==> src/rtl/cpu_pkg.sv <==
package cpu_pkg;

        // ==========================================================================
        // word and register index types
        // ==========================================================================
        typedef logic [15:0] word_t;
        typedef logic [3:0]  reg_addr_t;

        // top nibble of the instruction
        // any value not listed here traps
        typedef enum logic [3:0] {
                op_add  = 4'd0,
                op_addi = 4'd1,
                op_sub  = 4'd2,
                op_subi = 4'd3,
                op_sw   = 4'd5,
                op_lw   = 4'd6,
                op_lt   = 4'd7,
                op_nand = 4'd8,
                op_beq  = 4'd14,
                op_jump = 4'd15
        } opcode_e;

        // codes understood by the external alu
        typedef enum logic [2:0] {
                alu_add  = 3'd0,
                alu_sub  = 3'd1,
                alu_nand = 3'd3,
                alu_lt   = 3'd6
        } alu_op_e;

        // controller states
        typedef enum logic [3:0] {
                st_fetch,
                st_decode,
                st_execute,
                st_load_addr,
                st_load_wait,
                st_load_write,
                st_store_addr,
                st_store_write,
                st_store_done,
                st_branch_compare,
                st_branch_resolve,
                st_jump,
                st_trap
        } state_e;

        // parked register address when a port is unused
        localparam reg_addr_t idle_reg_addr = 4'hf;

        // ==========================================================================
        // instruction field positions
        // ==========================================================================
        localparam int field_w     = 4;
        localparam int opcode_lsb  = 12;
        localparam int dest_lsb    = 8;
        localparam int pointer_lsb = 4;
        localparam int op1_lsb     = 0;
        // relative jump offset in the low bits of the word
        localparam int jump_w      = 12;

endpackage

==> src/rtl/instr_if.sv <==
interface instr_if;

        // decoded fields of the held instruction
        cpu_pkg::opcode_e           opcode;
        cpu_pkg::reg_addr_t         dest;
        cpu_pkg::reg_addr_t         pointer;
        cpu_pkg::reg_addr_t         op1;
        // zero extended 4 bit immediate
        cpu_pkg::word_t             imm;
        logic [cpu_pkg::jump_w-1:0] jump_offset;

        // instruction register side
        modport source (output opcode, dest, pointer, op1, imm, jump_offset);

        // sequencer only needs the opcode
        modport sequencer (input opcode);

        // pc target math
        modport target (input imm, jump_offset);

endinterface

==> src/rtl/control_decode.sv <==
module control_decode (
        input  logic               clk,
        input  logic               reset,
        input  logic               advance,
        input  cpu_pkg::state_e    state,
        input  cpu_pkg::word_t     sram_d,
        input  cpu_pkg::word_t     regA,
        instr_if.source            fields,
        output cpu_pkg::reg_addr_t reg_addr_a,
        output cpu_pkg::reg_addr_t reg_addr_b,
        output cpu_pkg::reg_addr_t reg_addr_c,
        output logic               reg_we,
        output cpu_pkg::alu_op_e   alu_op,
        output cpu_pkg::word_t     alu_op_a
);

        cpu_pkg::word_t instr;
        logic           use_imm;

        // instruction register captures sram data at end of fetch
        always_ff @(posedge clk) begin
                if (advance && state == cpu_pkg::st_fetch) begin
                        instr <= sram_d;
                end
        end

        // ==========================================================================
        // field split
        // ==========================================================================
        assign fields.opcode =
                cpu_pkg::opcode_e'(instr[cpu_pkg::opcode_lsb +: cpu_pkg::field_w]);
        assign fields.dest        = instr[cpu_pkg::dest_lsb +: cpu_pkg::field_w];
        assign fields.pointer     = instr[cpu_pkg::pointer_lsb +: cpu_pkg::field_w];
        assign fields.op1         = instr[cpu_pkg::op1_lsb +: cpu_pkg::field_w];
        // immediate shares the op1 nibble
        assign fields.imm         = cpu_pkg::word_t'(instr[cpu_pkg::op1_lsb +: cpu_pkg::field_w]);
        assign fields.jump_offset = instr[cpu_pkg::jump_w-1:0];

        // ==========================================================================
        // per state register file and alu control
        // ==========================================================================
        always_comb begin
                // fetch, decode, jump and trap leave everything parked
                reg_addr_a = cpu_pkg::idle_reg_addr;
                reg_addr_b = cpu_pkg::idle_reg_addr;
                reg_addr_c = cpu_pkg::idle_reg_addr;
                reg_we     = 1'b0;
                alu_op     = cpu_pkg::alu_add;
                use_imm    = 1'b0;
                case (state)
                        cpu_pkg::st_execute: begin
                                reg_addr_a = fields.op1;
                                reg_addr_b = fields.pointer;
                                reg_addr_c = fields.dest;
                                reg_we     = 1'b1;
                                case (fields.opcode)
                                        cpu_pkg::op_addi: begin
                                                reg_addr_a = cpu_pkg::idle_reg_addr;
                                                use_imm    = 1'b1;
                                        end
                                        cpu_pkg::op_sub: alu_op = cpu_pkg::alu_sub;
                                        cpu_pkg::op_subi: begin
                                                reg_addr_a = cpu_pkg::idle_reg_addr;
                                                alu_op     = cpu_pkg::alu_sub;
                                                use_imm    = 1'b1;
                                        end
                                        cpu_pkg::op_nand: alu_op = cpu_pkg::alu_nand;
                                        cpu_pkg::op_lt:   alu_op = cpu_pkg::alu_lt;
                                        default:          alu_op = cpu_pkg::alu_add;
                                endcase
                        end
                        // address stays pointer + imm until write back
                        cpu_pkg::st_load_addr, cpu_pkg::st_load_wait,
                        cpu_pkg::st_load_write: begin
                                reg_addr_b = fields.pointer;
                                reg_addr_c = fields.dest;
                                use_imm    = 1'b1;
                                reg_we     = (state == cpu_pkg::st_load_write);
                        end
                        // store data comes out on port a
                        cpu_pkg::st_store_addr, cpu_pkg::st_store_write,
                        cpu_pkg::st_store_done: begin
                                reg_addr_a = fields.dest;
                                reg_addr_b = fields.pointer;
                                use_imm    = 1'b1;
                        end
                        // subtract kept for both cycles so status stays valid
                        cpu_pkg::st_branch_compare, cpu_pkg::st_branch_resolve: begin
                                reg_addr_a = fields.dest;
                                reg_addr_b = fields.pointer;
                                alu_op     = cpu_pkg::alu_sub;
                        end
                        default: begin
                                reg_we = 1'b0;
                        end
                endcase
        end

        assign alu_op_a = use_imm ? fields.imm : regA;

        // no write back before the instruction is known
        no_early_write_a: assert property (@(posedge clk) disable iff (!reset)
                state inside {cpu_pkg::st_fetch, cpu_pkg::st_decode} |-> !reg_we);

endmodule

==> src/rtl/control_fsm.sv <==
module control_fsm #(
        parameter cpu_pkg::word_t reset_vector = '0
) (
        input  logic               clk,
        input  logic               reset,
        input  logic               run_n,
        input  cpu_pkg::word_t     sram_d,
        input  cpu_pkg::word_t     regA,
        input  cpu_pkg::word_t     regB,
        input  cpu_pkg::word_t     alu_status,
        input  cpu_pkg::word_t     alu_out,
        output logic               sram_we_n,
        output logic               reg_we,
        output cpu_pkg::alu_op_e   alu_op,
        output cpu_pkg::reg_addr_t reg_addr_a,
        output cpu_pkg::reg_addr_t reg_addr_b,
        output cpu_pkg::reg_addr_t reg_addr_c,
        output cpu_pkg::word_t     alu_op_a,
        output cpu_pkg::word_t     reg_data_c,
        output cpu_pkg::word_t     sram_addr,
        output cpu_pkg::word_t     sram_q
);

        logic            advance;
        cpu_pkg::state_e state;
        cpu_pkg::word_t  pc;
        cpu_pkg::word_t  pc_next;

        instr_if fields ();

        // run_n high stalls every register
        assign advance = ~run_n;

        // ==========================================================================
        // units
        // ==========================================================================
        control_decode u_decode (
                .clk, .reset, .advance, .state, .sram_d, .regA, .fields,
                .reg_addr_a, .reg_addr_b, .reg_addr_c, .reg_we, .alu_op, .alu_op_a
        );

        state_sequencer u_sequencer (
                .clk, .reset, .advance, .fields, .state
        );

        program_counter #(
                .reset_vector(reset_vector)
        ) u_pc (
                .clk, .reset, .advance, .state, .alu_status, .fields, .pc, .pc_next
        );

        memory_port #(
                .reset_vector(reset_vector)
        ) u_mem (
                .clk, .reset, .advance, .state, .pc_next, .alu_out, .regA, .sram_d,
                .sram_addr, .sram_q, .reg_data_c, .sram_we_n
        );

        // fetch always reads at the pc
        fetch_at_pc_a: assert property (@(posedge clk) disable iff (!reset)
                state == cpu_pkg::st_fetch |-> sram_addr == pc);

        // branch decision follows the compared registers
        branch_status_a: assert property (@(posedge clk) disable iff (!reset)
                state == cpu_pkg::st_branch_resolve |->
                        ((alu_status == '0) == (regA == regB)));

endmodule

==> src/rtl/memory_port.sv <==
module memory_port #(
        parameter cpu_pkg::word_t reset_vector = '0
) (
        input  logic            clk,
        input  logic            reset,
        input  logic            advance,
        input  cpu_pkg::state_e state,
        input  cpu_pkg::word_t  pc_next,
        input  cpu_pkg::word_t  alu_out,
        input  cpu_pkg::word_t  regA,
        input  cpu_pkg::word_t  sram_d,
        output cpu_pkg::word_t  sram_addr,
        output cpu_pkg::word_t  sram_q,
        output cpu_pkg::word_t  reg_data_c,
        output logic            sram_we_n
);

        // ==========================================================================
        // registered sram side
        // ==========================================================================
        always_ff @(posedge clk or negedge reset) begin
                if (!reset) begin
                        sram_addr <= reset_vector;
                        sram_q    <= '1;
                        sram_we_n <= 1'b1;
                end else if (advance) begin
                        case (state)
                                // data address from pointer + imm
                                cpu_pkg::st_load_addr, cpu_pkg::st_store_addr:
                                        sram_addr <= alu_out;
                                // keep data address for the read or the write
                                cpu_pkg::st_load_wait, cpu_pkg::st_store_write:
                                        sram_addr <= sram_addr;
                                // otherwise track the pc
                                default: sram_addr <= pc_next;
                        endcase
                        if (state == cpu_pkg::st_store_addr) begin
                                sram_q <= regA;
                        end
                        // one cycle write strobe
                        sram_we_n <= (state != cpu_pkg::st_store_addr);
                end
        end

        // write back picks memory on a load
        assign reg_data_c = (state == cpu_pkg::st_load_write) ? sram_d : alu_out;

        // strobe only while the sequencer sits in store_write
        store_strobe_a: assert property (@(posedge clk) disable iff (!reset)
                !sram_we_n |-> state == cpu_pkg::st_store_write);

endmodule

==> src/rtl/program_counter.sv <==
module program_counter #(
        parameter cpu_pkg::word_t reset_vector = '0
) (
        input  logic            clk,
        input  logic            reset,
        input  logic            advance,
        input  cpu_pkg::state_e state,
        input  cpu_pkg::word_t  alu_status,
        instr_if.target         fields,
        output cpu_pkg::word_t  pc,
        output cpu_pkg::word_t  pc_next
);

        cpu_pkg::word_t pc_inc;
        cpu_pkg::word_t jump_target;

        assign pc_inc = pc + 16'd1;
        // signed offset extended to a full word
        assign jump_target = pc + cpu_pkg::word_t'($signed(fields.jump_offset));

        // ==========================================================================
        // target select
        // ==========================================================================
        always_comb begin
                case (state)
                        // sequential instructions
                        cpu_pkg::st_execute, cpu_pkg::st_load_write,
                        cpu_pkg::st_store_done: pc_next = pc_inc;
                        // zero status means the registers matched
                        cpu_pkg::st_branch_resolve:
                                pc_next = (alu_status == '0) ? pc + fields.imm : pc_inc;
                        cpu_pkg::st_jump: pc_next = jump_target;
                        // illegal opcode restarts the program
                        cpu_pkg::st_trap: pc_next = reset_vector;
                        default: pc_next = pc;
                endcase
        end

        always_ff @(posedge clk or negedge reset) begin
                if (!reset) begin
                        pc <= reset_vector;
                end else if (advance) begin
                        pc <= pc_next;
                end
        end

endmodule

==> src/rtl/state_sequencer.sv <==
module state_sequencer (
        input  logic            clk,
        input  logic            reset,
        input  logic            advance,
        instr_if.sequencer      fields,
        output cpu_pkg::state_e state
);

        cpu_pkg::state_e state_next;

        // ==========================================================================
        // next state
        // ==========================================================================
        always_comb begin
                case (state)
                        cpu_pkg::st_fetch: state_next = cpu_pkg::st_decode;
                        // first execute state picked by opcode
                        cpu_pkg::st_decode: begin
                                case (fields.opcode)
                                        cpu_pkg::op_add, cpu_pkg::op_addi,
                                        cpu_pkg::op_sub, cpu_pkg::op_subi,
                                        cpu_pkg::op_lt, cpu_pkg::op_nand:
                                                state_next = cpu_pkg::st_execute;
                                        cpu_pkg::op_lw:   state_next = cpu_pkg::st_load_addr;
                                        cpu_pkg::op_sw:   state_next = cpu_pkg::st_store_addr;
                                        cpu_pkg::op_beq:
                                                state_next = cpu_pkg::st_branch_compare;
                                        cpu_pkg::op_jump: state_next = cpu_pkg::st_jump;
                                        // illegal opcode
                                        default:          state_next = cpu_pkg::st_trap;
                                endcase
                        end
                        // load chain
                        cpu_pkg::st_load_addr:  state_next = cpu_pkg::st_load_wait;
                        cpu_pkg::st_load_wait:  state_next = cpu_pkg::st_load_write;
                        // store chain
                        cpu_pkg::st_store_addr:  state_next = cpu_pkg::st_store_write;
                        cpu_pkg::st_store_write: state_next = cpu_pkg::st_store_done;
                        cpu_pkg::st_branch_compare:
                                state_next = cpu_pkg::st_branch_resolve;
                        // last state of every instruction
                        default: state_next = cpu_pkg::st_fetch;
                endcase
        end

        // state register frozen on stall
        always_ff @(posedge clk or negedge reset) begin
                if (!reset) begin
                        state <= cpu_pkg::st_fetch;
                end else if (advance) begin
                        state <= state_next;
                end
        end

        // stall must freeze the sequence
        stall_hold_a: assert property (@(posedge clk) disable iff (!reset)
                !advance |=> state == $past(state));

endmodule

==> config.mk <==
export PLATFORM = sky130hd
export DESIGN_NAME = control_fsm
export DESIGN_NICKNAME = d
export VERILOG_FILES = /design/src/rtl/cpu_pkg.sv /design/src/rtl/instr_if.sv /design/src/rtl/control_decode.sv /design/src/rtl/control_fsm.sv /design/src/rtl/memory_port.sv /design/src/rtl/program_counter.sv /design/src/rtl/state_sequencer.sv
export SDC_FILE = /design/constraint.sdc
export NUM_CORES = 1
export LEC_CHECK = 0
export BUFFER_PORTS_ARGS = -buffer_cell sky130_fd_sc_hd__buf_2
export CAP_MARGIN = 20
export CORE_MARGIN = 5
export CORE_UTILIZATION = 40
export DETAILED_ROUTE_END_ITERATION = 16
export PLACE_DENSITY = 0.67
export SLEW_MARGIN = 20
export SYNTH_ARGS = -nofsm -noshare
export SYNTH_HDL_FRONTEND = slang
export SYNTH_SLANG_ARGS = --single-unit
==> constraint.sdc <==
create_clock -name clk -period 2.55 [get_ports clk]
set_clock_uncertainty 0.2 [all_clocks]
set_input_delay 0.3825 -clock clk [delete_from_list [all_inputs] [get_ports clk]]
set_output_delay 0.3825 -clock clk [all_outputs]
set_load 0.03 [all_outputs]
==> flow_metrics.env <==
export IMPL_status="finished with violations"
export IMPL_violations="setup timing"
export IMPL_gp_congestion=0.927
export IMPL_vias=5923
export IMPL_avgRoutedWirePerCell_um=20.8
export IMPL_coreArea_um2=13300
export IMPL_timing_worst_slew_pin_value_ns=0.485
export IMPL_crit_arrival_ns=2.64
export IMPL_rsz0062_at_grt="yes"
export IMPL_cpPeakStageDelay_ns=0.47
export IMPL_finalCritPeriodShare_pct=103
export IMPL_power_uw=11300
export IMPL_synthDistinctLibCells=88
export IMPL_drt_first_pass_iters=5
export IMPL_ios=164
export IMPL_min_path_cells=1
export IMPL_ys_seq_elements=73
export IMPL_finalSetupViolCount=15
export IMPL_gr_total_overflow=0
export IMPL_layout_min_cycle_time_ns=2.62
export IMPL_drt_total_wl_mm=21.1
export IMPL_final_cell_mix="buf_2, buf_4, nor2_1"
export IMPL_die_w_um=127
export IMPL_die_h_um=127
export IMPL_placed_cell_area_um2=7050
export IMPL_multi_input_area_um2=3790
export IMPL_max_slew_margin_pct=67.6
export IMPL_synthCells=587
export IMPL_busiest_layer="met2"
export IMPL_grt_usage_pct=24.2
export IMPL_diodes=0
export IMPL_finalWorstSetupSlack_ns=-0.0699
export IMPL_met1_usage_pct=31.9
export IMPL_fmaxAchievable_mhz=382
export IMPL_pwr_density_cell_nw_per_um2=1390
export IMPL_n_fill_cell=1104
export IMPL_grt_max_degree=29
export IMPL_hp_class="in -> reg"
export IMPL_async_flop_share_pct=72.6
export IMPL_syn2layout_area_growth_pct=48.3
export IMPL_cp_cell_sequence="inv_2 > fa_2 > nor2b_2 > o2111ai_2 > a41o_1 > a211oi_2 > o41ai_2 > a211oi_2 > buf_4 > a21oi_1"
export IMPL_synth_seq_area_share_pct=34.8
export IMPL_detailed_place_hpwl_mm=15.6
export IMPL_design_area_um2=8130
export IMPL_critPathKind="reg -> reg"
export IMPL_grt_antenna_before_repair=0
export IMPL_slowest_stage="edfxtp_1"
export IMPL_ys_warn_count=0
export IMPL_grtUsageMet2_pct=40.1
export IMPL_cts_num_sinks=73
export IMPL_tns_ns=-0.242
export IMPL_ant_nets=0
export IMPL_start_kind="register"
export IMPL_seqCellArea_um2=1910
export IMPL_vdd_ir_drop_worst_v=0.000693
export IMPL_use_met3_pct=4.84
export IMPL_clock_latency_ns=0.35
export IMPL_path_clk_slew_ns=0.06
export IMPL_drt_iter0_drc=616
export IMPL_ctsRootBufferMaster="clkbuf_16"
export IMPL_slew_viol_final=0
export IMPL_numCtsBuffers=9
export IMPL_path_max_fanout=4
export IMPL_port_buffers=147
export IMPL_syn_area_um2=5480
export IMPL_drive_gt1_share_pct=50.5
export IMPL_final_common_cell="buf_2"
export IMPL_remaining_drc_errors=0
export IMPL_synth_enable_flop_cells=16
export IMPL_cts_tree="yes"
export IMPL_reg2reg_depth=10
export IMPL_synth_nets=688
export IMPL_fin_nets=935
export IMPL_via_per_inst=5.84
export IMPL_power_leakage_uw=0.00355
export IMPL_die_area_um2=16200
export IMPL_grt_first_pass_wirelength_mm=30.8
export IMPL_h_tree_depth=3
export IMPL_crit_path_frequent_cell="a211oi_2"
export IMPL_grt_pass1_vias=5751
export IMPL_avgSynthCellArea_um2=9.34
export IMPL_required_ns=2.57
export IMPL_clk_path_buf_depth=2
export IMPL_cap_violations=0
export IMPL_end_kind="register"
export IMPL_ys_flop_type="dfrtp_1"
export IMPL_rows=42
export IMPL_dp_slack_ns=-0.162
export IMPL_initial_core_util_pct=41.1
export IMPL_hold_viol=0
power breakdown:
group	switching [uW]	total, uW	internal, uW
clock	542	1260	721
combinational	4550	7950	3390
sequential	356	2130	1770
stage by stage:
stage,cells,util (%),hold WS [ns]
floorplan,587,-,-0.113
global placement,978,52.8,0.209
detailed placement,978,52.8,0.222
CTS,1005,56.7,0.00791
global route,1015,60.9,0.0132
finish,1015,60.9,0.0215
worst max-delay path, delay by kind of cell, from the launching register on:
family,cells,cell delay [ns]
simple gates,1,0.13
compound gates,6,1.06
fa+ha+maj,1,0.40
flops,1,0.47
buf+inv,2,0.23
repair_timing:
action / 4_1_cts / 5_1_grt
pin swaps: 18 / 17
buffers inserted: 10 / 9
hold buffers: 1 / 0
gates resized for setup: 34 / 153
setup endpoints to repair: 63 / 62
gates cloned: 0 / 2
endpoints found under the hold margin: 36 / 0
routing by layer:
| layer | routed length [um] | up-vias |
|---|---|---|
| met5 | 0 | - |
| met4 | 485 | 0 |
| met3 | 1680 | 45 |
| met2 | 10200 | 283 |
| met1 | 8710 | 2877 |
| li1 | - | 2718 |
flip-flops by register name, indices dropped and copies added, names as in the netlist, named ones only:
| register | count |
|---|---|
| u_mem.sram_we_n | 1 |
| u_decode.instr | 16 |
| u_pc.pc | 16 |
| u_mem.sram_addr | 16 |
| u_sequencer.state | 4 |
| u_mem.sram_q | 16 |
Yosys cell counts, types with 4 or more instances:
library cell / instances / share of area [%]
nor2_1: 50 / 3.4
a21oi_1: 42 / 3.8
mux2_2: 37 / 7.6
dfrtp_1: 36 / 16
nand2_1: 35 / 2.4
o21ai_0: 26 / 2.4
and2_1: 18 / 2.1
dfstp_2: 17 / 8.1
ha_1: 17 / 3.9
clkbuf_1: 16 / 1.1
edfxtp_1: 16 / 8.8
nand3_1: 16 / 1.5
nand2b_1: 15 / 1.7
nor3_1: 15 / 1.4
inv_1: 14 / 0.96
a211oi_1: 13 / 1.8
and3_1: 13 / 1.5
xnor2_1: 13 / 2.1
o21ai_1: 12 / 1.1
or3_1: 12 / 1.4
buf_2: 9 / 0.82
nand4_1: 9 / 1.0
a221o_1: 6 / 1.1
a31oi_1: 6 / 0.68
o211ai_1: 6 / 0.82
a21o_1: 5 / 0.68
mux2i_1: 5 / 0.91
nand3b_1: 5 / 0.68
o2111ai_1: 5 / 0.80
dfxtp_1: 4 / 1.5
nor2b_1: 4 / 0.46
nor4_4: 4 / 1.6
cells by family after synthesis:
logic type | count (synthesis) | share of synthesized area, %
buffers and inverters | 44 | 3.76
AND/OR/NAND/NOR | 224 | 23.8
multiplexers | 45 | 9.13
flip-flops | 73 | 34.8
AO/OA/AOI/OAI | 168 | 21.9
adder cells (fa/ha/maj) | 18 | 4.24
XOR/XNOR | 15 | 2.40
area by class of cell:
| cell class | count | share of cell area [%] |
|---|---|---|
| tap | 176 | 2.71 |
| sequential | 73 | 23.5 |
| clock buffer | 11 | 3.12 |
| clock inverter | 5 | 0.431 |
| inverter | 14 | 0.646 |
| timing repair buffer | 266 | 23.0 |
| multi-input combinational | 470 | 46.6 |
worst paths after layout:
kind / startpoint / end / slack [ns]
worst max-delay path: u_decode.instr[1]$_DFFE_PP_ / u_pc.pc[14]$_DFFE_PN0N_ / -0.07
worst min-delay path: sram_d[10] / u_decode.instr[10]$_DFFE_PP_ / 0.02
worst max register to register: u_decode.instr[1]$_DFFE_PP_ / u_pc.pc[14]$_DFFE_PN0N_ / -0.07
worst min register to register: u_mem.sram_we_n$_DFFE_PN1N_ / u_mem.sram_we_n$_DFFE_PN1N_ / 0.28
max in group asynchronous: reset / u_mem.sram_q[12]$_DFFE_PN1P_ / 1.40
min in group asynchronous: reset / u_pc.pc[0]$_DFFE_PN0N_ / 0.41
Note: power is estimated with default switching activity, not from simulation.
